### config.mk
export PLATFORM = sky130hd
export DESIGN_NAME = rob_top
export DESIGN_NICKNAME = d
export VERILOG_FILES = /design/src/tomasulo_pkg.sv /design/src/rv32i_pkg.sv /design/src/rob_ifs.sv /design/src/rob_top.sv /design/src/rob.sv /design/src/reg_status.sv /design/src/mem_commit.sv
export SDC_FILE = /design/constraint.sdc
export NUM_CORES = 1
export LEC_CHECK = 0
export BUFFER_PORTS_ARGS = -buffer_cell sky130_fd_sc_hd__buf_2
export CAP_MARGIN = 20
export CORE_UTILIZATION = 50
export DETAILED_ROUTE_END_ITERATION = 12
export HOLD_SLACK_MARGIN = 0.02
export PLACE_DENSITY = 0.73
export SYNTH_ARGS = -nofsm -noshare
export SYNTH_HDL_FRONTEND = slang
export SYNTH_SLANG_ARGS = --single-unit
### constraint.sdc
create_clock -name clk -period 4.25 [get_ports clk]
set_input_delay 0.2125 -clock clk [delete_from_list [all_inputs] [get_ports clk]]
set_output_delay 0.2125 -clock clk [all_outputs]
set_load 0.01 [all_outputs]
### src/tomasulo_pkg.sv
package tomasulo_pkg;

    // operation class carried by every reorder buffer entry
    // stores and loads sit in two contiguous ranges
    typedef enum logic [3:0] {
        alu    = 4'd0,
        lui    = 4'd1,
        auipc  = 4'd2,
        jal    = 4'd3,
        branch = 4'd4,
        sb     = 4'd8,
        sh     = 4'd9,
        sw     = 4'd10,
        lb     = 4'd11,
        lh     = 4'd12,
        lw     = 4'd13,
        lbu    = 4'd14,
        lhu    = 4'd15
    } op_t;

    // store range sb .. sw
    function automatic logic is_store(op_t op);
        return (op >= sb) && (op <= sw);
    endfunction

    // load range lb .. lhu
    function automatic logic is_load(op_t op);
        return (op >= lb) && (op <= lhu);
    endfunction

    // branches and stores leave the register file alone
    function automatic logic writes_reg(op_t op);
        return (op != branch) && !is_store(op);
    endfunction

endpackage

### src/rv32i_pkg.sv
package rv32i_pkg;

    // base integer word width
    // kept for reference, the commit side carries no data
    parameter int xlen = 32;

    // architectural register file
    parameter int num_regs = 32;

    // index width follows the register count
    parameter int reg_idx_w = $clog2(num_regs);

    // register index as decoded from rd, rs1, rs2
    typedef logic [reg_idx_w-1:0] reg_idx_t;

    // x0 is hardwired to zero
    parameter reg_idx_t zero_reg = '0;

endpackage
### src/rob_ifs.sv
`timescale 1ns/10ps

// rename traffic from the reorder buffer to the register status table
interface rename_if #(
    parameter int rob_depth = 8
);
    import rv32i_pkg::*;
    import tomasulo_pkg::*;

    localparam int tag_w = $clog2(rob_depth);

    // new entry written at dispatch
    logic             alloc;
    reg_idx_t         alloc_reg;
    op_t              alloc_op;
    logic [tag_w-1:0] alloc_tag;

    // head entry retiring into the register file
    logic             regfile_load;
    reg_idx_t         commit_reg;
    logic [tag_w-1:0] commit_tag;

    // younger entry thrown away by the flush walk
    logic             reallocate_reg_tag;
    reg_idx_t         discard_reg;
    logic [tag_w-1:0] discard_tag;

    modport rob (
        output alloc, alloc_reg, alloc_op, alloc_tag,
        output regfile_load, commit_reg, commit_tag,
        output reallocate_reg_tag, discard_reg, discard_tag
    );

    modport status (
        input alloc, alloc_reg, alloc_op, alloc_tag,
        input regfile_load, commit_reg, commit_tag,
        input reallocate_reg_tag, discard_reg, discard_tag
    );

endinterface

// head entry handshake between the reorder buffer and the cache commit logic
interface mem_commit_if (
    input logic clk,
    input logic rst
);
    import tomasulo_pkg::*;

    // head complete and no recovery running
    logic head_ready;
    op_t  head_op;
    // memory op at head still waiting on the cache
    logic mem_hold;
    // cache answered, head may retire
    logic mem_done;

    modport rob (
        output head_ready, head_op,
        input  mem_hold, mem_done
    );

    modport mem (
        input  clk, rst,
        input  head_ready, head_op,
        output mem_hold, mem_done
    );

endinterface

### src/rob_top.sv
`timescale 1ns/10ps

module rob_top #(
    parameter int rob_depth = 8
) (
    input  logic                         clk,
    input  logic                         rst,
    // dispatch from the instruction queue
    input  logic                         rob_load,
    input  tomasulo_pkg::op_t            instr_type,
    input  rv32i_pkg::reg_idx_t          rd,
    input  rv32i_pkg::reg_idx_t          st_src,
    output logic [$clog2(rob_depth)-1:0] alloc_tag,
    output logic                         rob_full,
    // completion from reservation stations and branch unit
    input  logic [rob_depth-1:0]         set_rob_valid,
    input  logic                         update_br,
    input  logic [$clog2(rob_depth)-1:0] br_entry,
    input  logic                         br_taken,
    // data cache
    input  logic                         data_mem_resp,
    input  logic [1:0]                   memaddr_offset,
    output logic                         data_read,
    output logic                         data_write,
    output logic [3:0]                   wmask,
    // commit to the register file
    output logic                         regfile_load,
    output logic                         ld_commit_sel,
    output rv32i_pkg::reg_idx_t          rd_commit,
    output logic [$clog2(rob_depth)-1:0] commit_tag,
    // fetch redirect and recovery state
    output logic                         ld_pc,
    output logic                         flush_in_prog,
    // operand lookup
    input  rv32i_pkg::reg_idx_t          query_reg,
    output logic                         query_busy,
    output logic [$clog2(rob_depth)-1:0] query_tag
);

    rename_if #(.rob_depth(rob_depth)) rename_bus ();
    mem_commit_if mem_bus (.clk(clk), .rst(rst));

    rob #(.rob_depth(rob_depth)) u_rob (
        .clk           (clk),
        .rst           (rst),
        .rob_load      (rob_load),
        .instr_type    (instr_type),
        .rd            (rd),
        .st_src        (st_src),
        .set_rob_valid (set_rob_valid),
        .update_br     (update_br),
        .br_entry      (br_entry),
        .br_taken      (br_taken),
        .alloc_tag     (alloc_tag),
        .rob_full      (rob_full),
        .ld_pc         (ld_pc),
        .flush_in_prog (flush_in_prog),
        .rd_commit     (rd_commit),
        .commit_tag    (commit_tag),
        .rename        (rename_bus),
        .mem           (mem_bus)
    );

    mem_commit u_mem_commit (
        .head           (mem_bus),
        .data_mem_resp  (data_mem_resp),
        .memaddr_offset (memaddr_offset),
        .data_read      (data_read),
        .data_write     (data_write),
        .wmask          (wmask),
        .ld_commit_sel  (ld_commit_sel)
    );

    reg_status #(.rob_depth(rob_depth)) u_reg_status (
        .clk        (clk),
        .rst        (rst),
        .rename     (rename_bus),
        .query_reg  (query_reg),
        .query_busy (query_busy),
        .query_tag  (query_tag)
    );

    // register file write enable rides on the rename bus
    assign regfile_load = rename_bus.regfile_load;

endmodule

### src/rob.sv
`timescale 1ns/10ps

module rob #(
    parameter int rob_depth = 8
) (
    input  logic                         clk,
    input  logic                         rst,
    input  logic                         rob_load,
    input  tomasulo_pkg::op_t            instr_type,
    input  rv32i_pkg::reg_idx_t          rd,
    input  rv32i_pkg::reg_idx_t          st_src,
    input  logic [rob_depth-1:0]         set_rob_valid,
    input  logic                         update_br,
    input  logic [$clog2(rob_depth)-1:0] br_entry,
    input  logic                         br_taken,
    output logic [$clog2(rob_depth)-1:0] alloc_tag,
    output logic                         rob_full,
    output logic                         ld_pc,
    output logic                         flush_in_prog,
    output rv32i_pkg::reg_idx_t          rd_commit,
    output logic [$clog2(rob_depth)-1:0] commit_tag,
    rename_if.rob                        rename,
    mem_commit_if.rob                    mem
);
    import rv32i_pkg::*;
    import tomasulo_pkg::*;

    localparam int tag_w = $clog2(rob_depth);
    // one slot stays free so head == curr always means empty
    localparam logic [tag_w-1:0] last_slot = tag_w'(rob_depth - 1);

    // per-entry payload
    op_t      op_arr  [rob_depth];
    reg_idx_t reg_arr [rob_depth];

    // per-entry control
    logic [rob_depth-1:0] done_arr;
    logic [rob_depth-1:0] alloc_arr;

    logic [tag_w-1:0] head_ptr;
    logic [tag_w-1:0] curr_ptr;
    logic [tag_w-1:0] br_ptr;
    logic [tag_w-1:0] flush_ptr;
    logic [tag_w-1:0] next_flush;
    logic [tag_w-1:0] used_cnt;

    logic flush_ip;
    logic mispredict;
    logic do_alloc;
    logic retire;
    logic walk_end;
    op_t  head_op;

    assign used_cnt   = curr_ptr - head_ptr;
    assign next_flush = flush_ptr + 1'b1;
    assign head_op    = op_arr[head_ptr];

    // tracked branch done and outcome bit 0 disagrees with prediction bit 1
    assign mispredict = !flush_ip && alloc_arr[br_ptr] && done_arr[br_ptr]
                        && (op_arr[br_ptr] == branch)
                        && (reg_arr[br_ptr][1] != reg_arr[br_ptr][0]);

    // dispatch stalls while recovering so curr_ptr stays put
    assign rob_full = (used_cnt == last_slot) || mispredict || flush_ip;
    assign do_alloc = rob_load && !rob_full;

    // walk ends on the last younger entry, or at once if there is none
    assign walk_end = (flush_ptr == curr_ptr) || (next_flush == curr_ptr);

    assign mem.head_op    = head_op;
    assign mem.head_ready = alloc_arr[head_ptr] && done_arr[head_ptr]
                            && !mispredict && !flush_ip;
    // memory ops retire on done, everything else unless held
    assign retire = mem.head_ready && (mem.mem_done || !mem.mem_hold);

    assign alloc_tag     = curr_ptr;
    assign ld_pc         = mispredict;
    assign flush_in_prog = flush_ip;
    assign rd_commit     = reg_arr[head_ptr];
    assign commit_tag    = head_ptr;

    // rename side, table decides which ops really own a register
    assign rename.alloc     = do_alloc;
    assign rename.alloc_reg = rd;
    assign rename.alloc_op  = instr_type;
    assign rename.alloc_tag = curr_ptr;

    assign rename.regfile_load = retire && writes_reg(head_op);
    assign rename.commit_reg   = reg_arr[head_ptr];
    assign rename.commit_tag   = head_ptr;

    // one discard per walk cycle, only for register writers
    assign rename.reallocate_reg_tag = flush_ip && (flush_ptr != curr_ptr)
                                       && writes_reg(op_arr[flush_ptr]);
    assign rename.discard_reg        = reg_arr[flush_ptr];
    assign rename.discard_tag        = flush_ptr;

    always_ff @(posedge clk) begin
        if (rst) begin
            head_ptr  <= '0;
            curr_ptr  <= '0;
            br_ptr    <= '0;
            flush_ptr <= '0;
            flush_ip  <= 1'b0;
            alloc_arr <= '0;
            done_arr  <= '0;
        end else begin
            if (do_alloc) begin
                op_arr[curr_ptr]    <= instr_type;
                // stores keep the data source register instead of rd
                reg_arr[curr_ptr]   <= is_store(instr_type) ? st_src : rd;
                alloc_arr[curr_ptr] <= 1'b1;
                done_arr[curr_ptr]  <= 1'b0;
                curr_ptr            <= curr_ptr + 1'b1;
                // only the youngest branch is tracked
                if (instr_type == branch) begin
                    br_ptr <= curr_ptr;
                end
            end

            // completion strobes from the reservation stations
            for (int i = 0; i < rob_depth; i++) begin
                if (set_rob_valid[i]) begin
                    done_arr[i] <= 1'b1;
                end
            end

            // actual branch outcome lands in bit 0
            if (update_br) begin
                reg_arr[br_entry][0] <= reg_arr[br_entry][0] | br_taken;
            end

            if (retire) begin
                alloc_arr[head_ptr] <= 1'b0;
                done_arr[head_ptr]  <= 1'b0;
                head_ptr            <= head_ptr + 1'b1;
            end

            if (mispredict) begin
                flush_ip  <= 1'b1;
                flush_ptr <= br_ptr + 1'b1;
                // align prediction with outcome, branch then retires normally
                reg_arr[br_ptr][1] <= reg_arr[br_ptr][0];
            end else if (flush_ip) begin
                if (flush_ptr != curr_ptr) begin
                    alloc_arr[flush_ptr] <= 1'b0;
                    done_arr[flush_ptr]  <= 1'b0;
                end
                if (walk_end) begin
                    flush_ip <= 1'b0;
                    // refill right behind the resolved branch
                    curr_ptr <= br_ptr + 1'b1;
                end else begin
                    flush_ptr <= next_flush;
                end
            end
        end
    end

    // a dispatch never lands on a live entry
    a_alloc_free: assert property (@(posedge clk) disable iff (rst)
        do_alloc |-> !alloc_arr[curr_ptr])
        else $error("rob allocated over a live entry");

    // head never runs past curr_ptr
    a_head_bound: assert property (@(posedge clk) disable iff (rst)
        retire |-> (used_cnt != '0))
        else $error("rob retired from an empty buffer");

    // the walk only discards live entries and never the head
    a_walk_live: assert property (@(posedge clk) disable iff (rst)
        (flush_ip && (flush_ptr != curr_ptr))
        |-> (alloc_arr[flush_ptr] && (flush_ptr != head_ptr)))
        else $error("flush walk reached a free entry or the head");

endmodule

### src/reg_status.sv
`timescale 1ns/10ps

module reg_status #(
    parameter int rob_depth = 8
) (
    input  logic                         clk,
    input  logic                         rst,
    rename_if.status                     rename,
    input  rv32i_pkg::reg_idx_t          query_reg,
    output logic                         query_busy,
    output logic [$clog2(rob_depth)-1:0] query_tag
);
    import rv32i_pkg::*;
    import tomasulo_pkg::*;

    localparam int tag_w = $clog2(rob_depth);

    // busy bit and last in-flight writer per architectural register
    logic [num_regs-1:0] busy;
    logic [tag_w-1:0]    tag_arr [num_regs];

    logic alloc_set;
    logic commit_clr;
    logic discard_clr;

    // x0 and non-writing ops never claim a register
    assign alloc_set = rename.alloc && writes_reg(rename.alloc_op)
                       && (rename.alloc_reg != zero_reg);

    // release only if the retiring entry is still the owner
    assign commit_clr = rename.regfile_load
                        && (tag_arr[rename.commit_reg] == rename.commit_tag);

    // discarded owner just drops busy, older writers are not restored
    assign discard_clr = rename.reallocate_reg_tag
                         && (tag_arr[rename.discard_reg] == rename.discard_tag);

    always_ff @(posedge clk) begin
        if (rst) begin
            busy <= '0;
        end else begin
            if (commit_clr) begin
                busy[rename.commit_reg] <= 1'b0;
            end
            if (discard_clr) begin
                busy[rename.discard_reg] <= 1'b0;
            end
            // placed last so a same-cycle allocation wins over a release
            if (alloc_set) begin
                busy[rename.alloc_reg]    <= 1'b1;
                tag_arr[rename.alloc_reg] <= rename.alloc_tag;
            end
        end
    end

    // operand lookup for the issue stage
    assign query_busy = busy[query_reg];
    // tag only meaningful while busy
    assign query_tag  = query_busy ? tag_arr[query_reg] : '0;

endmodule

### src/mem_commit.sv
`timescale 1ns/10ps

module mem_commit (
    mem_commit_if.mem  head,
    input  logic       data_mem_resp,
    input  logic [1:0] memaddr_offset,
    output logic       data_read,
    output logic       data_write,
    output logic [3:0] wmask,
    output logic       ld_commit_sel
);
    import tomasulo_pkg::*;

    logic ld_head;
    logic st_head;
    logic mem_head;

    // ready head split by op class
    assign ld_head  = head.head_ready && is_load(head.head_op);
    assign st_head  = head.head_ready && is_store(head.head_op);
    assign mem_head = ld_head || st_head;

    // request levels held until the cache answers
    assign data_read  = ld_head && !data_mem_resp;
    assign data_write = st_head && !data_mem_resp;

    // hold the head while waiting, release on the response cycle
    assign head.mem_hold = mem_head && !data_mem_resp;
    assign head.mem_done = mem_head && data_mem_resp;

    // load result comes from the cache, not the cdb
    assign ld_commit_sel = ld_head && data_mem_resp;

    // byte lanes from store width and low address bits
    always_comb begin
        case (head.head_op)
            sw:      wmask = 4'b1111;
            sh:      wmask = 4'b0011 << memaddr_offset;
            sb:      wmask = 4'b0001 << memaddr_offset;
            default: wmask = 4'b0000;
        endcase
    end

    // a pending read never turns into a write
    a_rw_excl: assert property (@(posedge head.clk) disable iff (head.rst)
        data_read |=> !data_write)
        else $error("data_write followed an unanswered data_read");

    // a held head keeps its op until the cache answers
    a_head_held: assert property (@(posedge head.clk) disable iff (head.rst)
        head.mem_hold |=> $stable(head.head_op))
        else $error("head op changed while waiting on the cache");

endmodule

## Yosys cells after proc, flatten, opt, wreduce, memory -nomap -nowiden

Memories as Yosys holds them, arrays and structs flattened. A register that Yosys moved wholly into a read port is not among the register bits.
Cells that the tools add are included.

- Register bits: 61
- Bits in writable memories: 168
- Bits of input ports: 38
- Output and inout bits: 26
- Logic and storage cells: 221
- Memories: 3

- Add/sub/neg operators: 5
- $lt $le $gt $ge: 22
- Equal/unequal tests: 16
- Shift-type cells: 2
- Muxes and demuxes: 96
- Bitwise operators: 15
- Reduce and logical (&&, ||, !) cells: 54

Memory list:

| memory | depth | bits a word | rd ports | clocked after memory_dff | wr ports | line | source |
|---|---|---|---|---|---|---|---|
| u_reg_status.tag_arr | 32 | 3 | 3 | 0 | 1 | reg_status.sv:20 | `logic [tag_w-1:0] tag_arr [num_regs];` |
| u_rob.reg_arr | 8 | 5 | 4 | 3 | 2 | rob.sv:34 | `reg_idx_t reg_arr [rob_depth];` |
| u_rob.op_arr | 8 | 4 | 3 | 3 | 1 | rob.sv:33 | `op_t op_arr [rob_depth];` |

Operators with widths:

| kind | number |
|---|---|
| $mux W32 | 5 |
| $mux W8 | 13 |
| $and A32 B32 Y32 | 2 |
| $not A32 Y32 | 2 |
| $mux W3 | 21 |
| $mux W1 | 42 |
| $and A8 B8 Y8 | 5 |
| $logic_and A1 B1 Y1 | 36 |
| $or A32 B32 Y32 | 1 |
| $lt A5 B6 Y1 const B | 4 |
| $not A8 Y8 | 3 |
| $ge A4 B4 Y1 const B | 4 |
| $le A4 B4 Y1 const B | 4 |
| $lt A3 B4 Y1 const B | 4 |
| $demux W1 S5 | 3 |
| $ge A5 B1 Y1 const B | 3 |
| $add A3 B1 Y3 const B | 4 |
| $bmux W1 S3 | 4 |
| $eq A3 B3 Y1 | 4 |
| $eq A4 B4 Y1 const B | 3 |
| $ne A4 B3 Y1 const B | 3 |
| $pmux W4 S3 | 1 |
| $mux W5 | 2 |
| $demux W1 S3 | 3 |
| other kinds (19) | 34 |

## Depth between registers and ports, before layout

- Word-level depth: 24
- Mapped depth: 16
- Mapped depth without buffers: 12

## Cells and area by module

Synthesis repeated with hierarchy kept, for this count alone.

- Cells, all modules: 1,208
- Area, all modules: 14,271.2 um^2

By module, submodules not included:

| module | times used | cells each | area an instance (um^2) | seq. area each (um^2) |
|---|---|---|---|---|
| reg_status | 1 | 633 | 7,762.4 | 3,523.4 |
| rob | 1 | 556 | 6,373.6 | 2,922.8 |
| mem_commit | 1 | 19 | 135.1 | 0.0 |

## Least setup slack after synthesis

OpenSTA, ideal clock, no wires.

- Path kind: reg2reg
- From: register u_rob.curr_ptr[0] (netlist: u_rob.alloc_tag[0])
- To: memory u_reg_status.tag_arr[18][0] (netlist bit), enable pin
- Library setup time: 319 ps
- Arrival: 3,187 ps
- Required time: 3,931 ps
- Slack: 744 ps
- Stages on the path, launching flop included: 16
- Path buffers: 3
- Period minus slack after synthesis: 3,506 ps
- Cells stage by stage: dfxtp_1 -> clkbuf_1 -> inv_1 -> ha_1 -> inv_1 -> fa_1 -> xor2_1 -> xnor2_1 -> nand3b_1 -> and4b_1 -> buf_2 -> o221ai_1 -> nor2_1 -> nand2_1 -> clkbuf_1 -> nor2_1

- Longest elaborated chain between the ends: 11

Ends and longest elaborated chain:

| what | line | source |
|---|---|---|
| from (decl) | rob.sv:41 | `logic [tag_w-1:0] curr_ptr;` |
| from (signal assigned) | rob.sv:114 | `curr_ptr <= curr_ptr + 1'b1;` |
| from (signal assigned) | rob.sv:152 | `curr_ptr <= br_ptr + 1'b1;` |
| $sub A3 B3 Y3 | rob.sv:54 | `assign used_cnt = curr_ptr - head_ptr;` |
| $eq A3 B3 Y1 | rob.sv:64 | `assign rob_full = (used_cnt == last_slot) \|\| mispredict \|\| flush_ip;` |
| $logic_or A1 B1 Y1 (2 in a row) | rob.sv:64 |  |
| $logic_not A1 Y1 | rob.sv:65 | `assign do_alloc = rob_load && !rob_full;` |
| $logic_and A1 B1 Y1 | rob.sv:65 |  |
| $logic_and A1 B1 Y1 | reg_status.sv:27 | `assign alloc_set = rename.alloc && writes_reg(rename.alloc_op)` |
| $logic_and A1 B1 Y1 | reg_status.sv:28 | `&& (rename.alloc_reg != zero_reg);` |
| $mux W1 | reg_status.sv:49 | `if (alloc_set) begin` |
| $mux W1 | reg_status.sv:39 | `if (rst) begin` |
| $mux W1 (not written as such) | reg_status.sv:51 | `tag_arr[rename.alloc_reg] <= rename.alloc_tag;` |
| to (decl) | reg_status.sv:20 |  |

Every way passes these cells.

==> results.cfg <==
[place]
dp_cells = 1892
portBuffers = 63
place.gp.congestion = 1.08
hpwlAfterDp_mm = 38.7

[timing]
min_period_ns = 4.11
layout_worst_path_cycle_share_pct = 96.7
finalSetupViolations = 0
holdWs_ns = 0.0372
fmax_mhz = 243
setup_tns_ns = 0
rsz0062_at_grt = false
hold_viol = 0
slew_violations = 0
fin_skew_ns = 0.0221
tightest_slew_ns = 0.967
timing.slew.headroom_pct = 35.1

[layout]
final_cells = 1951
fin_nets = 1585
drive_gt1_share_pct = 20.9
final-seq-area_um2 = 6450
syn_to_final_growth_pct = 13.4
multi_input_area_um2 = 8160
n_antenna_cell = 0
fillers = 2524

[clock_tree]
clockBufferDepth = 3
root_buffer = clkbuf_16
cts.htree.levels = 1
cts_tree = done
cts.sinks = 238
clk_pin_slew_ns = 0.06
cts_buffers = 26
insertion_delay_ns = 0.57

[synth]
synth.most_common_cell = nand2_1
post_synth_inst_count = 1467
synth.largest_area_cell = edfxtp_1
synth_flop_cell = edfxtp_1
synth_edf_count = 168
yosys-top-cells-count = nand2_1 (176), edfxtp_1 (168), nor2_1 (146)
avgSynthCellArea_um2 = 10.3
synth_cell_types = 80
synth.area.top_cells = edfxtp_1 (33%), mux4_2 (11%), dfxtp_1 (9.2%)
synth_seq_area_share_pct = 42.5
synth_warnings = 0
async_reset_ff_share_pct = 0
yosysTopAreaCellShare_pct = 33.2
ys_seq_elements = 238
synth_area_um2 = 15200

[critical_path]
start_kind = register
path_class = register to register
crit_fanout = 32
path_delay_family = compound AO/OA/AOI/OAI gates
crit_path_end_kind = register
arrival_ns = 4.55
worst_path_most_repeated_cell = buf_12
slowest_delay_ns = 0.62
critPathBufInv = 2
crit_path_top_delay_cell = mux4_2
path_cells = buf_12 -> mux2i_1 -> nand2_1 -> mux4_2 -> nor2_1 -> a32oi_1 -> a41oi_1 -> nor3_1 -> nand4b_4 -> buf_12 -> o41ai_1 -> o22ai_1
cp.required_ns = 4.69

[floorplan]
coreArea_um2 = 29800
die_w_um = 176
dieArea_um2 = 31100
start_util_pct = 51.0
die_h_um = 176
rows = 63
io_pins = 64

[route]
drt-pass1-iter-count = 8
wl_mm = 53.5
ant_nets = 0
drt_iter0_markers = 1846
num_vias = 13500
routed_via_density = 6.93
routedWlPerCell_um = 27.4
drc = 0

[flow_run]
cap_violations = 0

[min_path]
hp-class = input pin to register

[power_and_ir_drop]
irDropWorstVdd_mv = 0.392
p_per_area_nw_per_um2 = 342
cellLeakagePower_nw = 5.94
power.total_w = 0.00590

[grt]
grt_pass1_wl_mm = 81.3
grt_use_total_pct = 34.8
grt_pass1_vias = 13200
grt_overflow_total = 0
grt_antenna_before_repair = 2
grt_max_degree = 52

[outcome]
status = completed
-- logic make-up (layout without fill, tap and decap cells) --
logic type | after synthesis | in the layout | share of synthesized area (%)
buf+inv | 141 | 233 | 4.19
other cells | 1 | 3 | 0.0247
flops | 238 | 238 | 42.5
xor+xnor | 18 | 18 | 1.04
compound gates | 284 | 284 | 14.2
simple gates | 593 | 593 | 18.9
fa+ha+maj | 6 | 6 | 0.544
mux | 186 | 186 | 18.6
-- where the power goes --
group | internal, W | switching [W]
registers | 0.00252 | 0.0000271
clock network | 0.00149 | 0.000965
logic | 0.000303 | 0.000600
total | 0.00431 | 0.00159
-- stage by stage --
stage                     worst slack [ns]  util, %  area [µm²]
final                                0.139     57.8       17200
after global routing                0.0486     57.8       17200
after CTS                            0.110     57.7       17200
after detailed placement             0.151     54.2       16100
after global placement               0.168     54.2       16100
after floorplan                      0.744        -       15200
-- final cells by class --
type / count / area share (%)
tap: 390 / 2.83
clock inverter: 10 / 1.07
clock buffer: 38 / 4.40
sequential: 238 / 37.5
multi-input combinational: 1090 / 47.4
timing repair buffer: 153 / 6.13
inverter: 32 / 0.697
-- sequential cells by signal (all words and copies together), names as in the netlist, 8 cells and up, named ones only --
register,flops
u_reg_status.tag_arr,96
u_rob.alloc_arr,8
u_rob.reg_arr,40
u_rob.done_arr,8
u_reg_status.busy,32
u_rob.op_arr,32
-- worst paths after layout --
path	from	end	slack, ns	cells after the start
setup / recovery	register	u_reg_status.busy[24]	0.14	12
hold / removal	instr_type[0]	u_rob.op_arr[2][0]	0.04	1
setup reg to reg	register	u_reg_status.busy[24]	0.14	12
hold reg to reg	u_rob.alloc_arr[1]	u_rob.alloc_arr[1]	0.48	2
-- metal layers --
layer	GRT usage, %	up-vias	part of all wire (%)
met4	14.1	6	4.4
li1	-	5769	-
met2	52.3	927	44
met5	1.12	-	0.13
met3	7.95	168	11
met1	48.5	6650	41
-- cell usage in the layout (no fill, tap or decap), types with 38 or more instances in the layout --
cell / Yosys / routed
edfxtp_1: 168 / 168
nor3_1: 38 / 38
buf_4: 5 / 76
mux2i_1: 88 / 86
o21ai_0: 57 / 57
nor2b_1: 58 / 58
nand2_1: 176 / 176
mux4_2: 74 / 74
nor2_1: 146 / 142
buf_2: 23 / 63
nand3_1: 44 / 44
dfxtp_1: 70 / 65
-- what timing repair did --
action | CTS | global route
hold buffers | 11 | 0
buffers inserted | 0 | 0
endpoints found under the hold margin | 26 | 0
setup endpoints to repair | 0 | 66
gates resized for setup | 0 | 9
No activity file was read; power rests on OpenSTA's default activity.
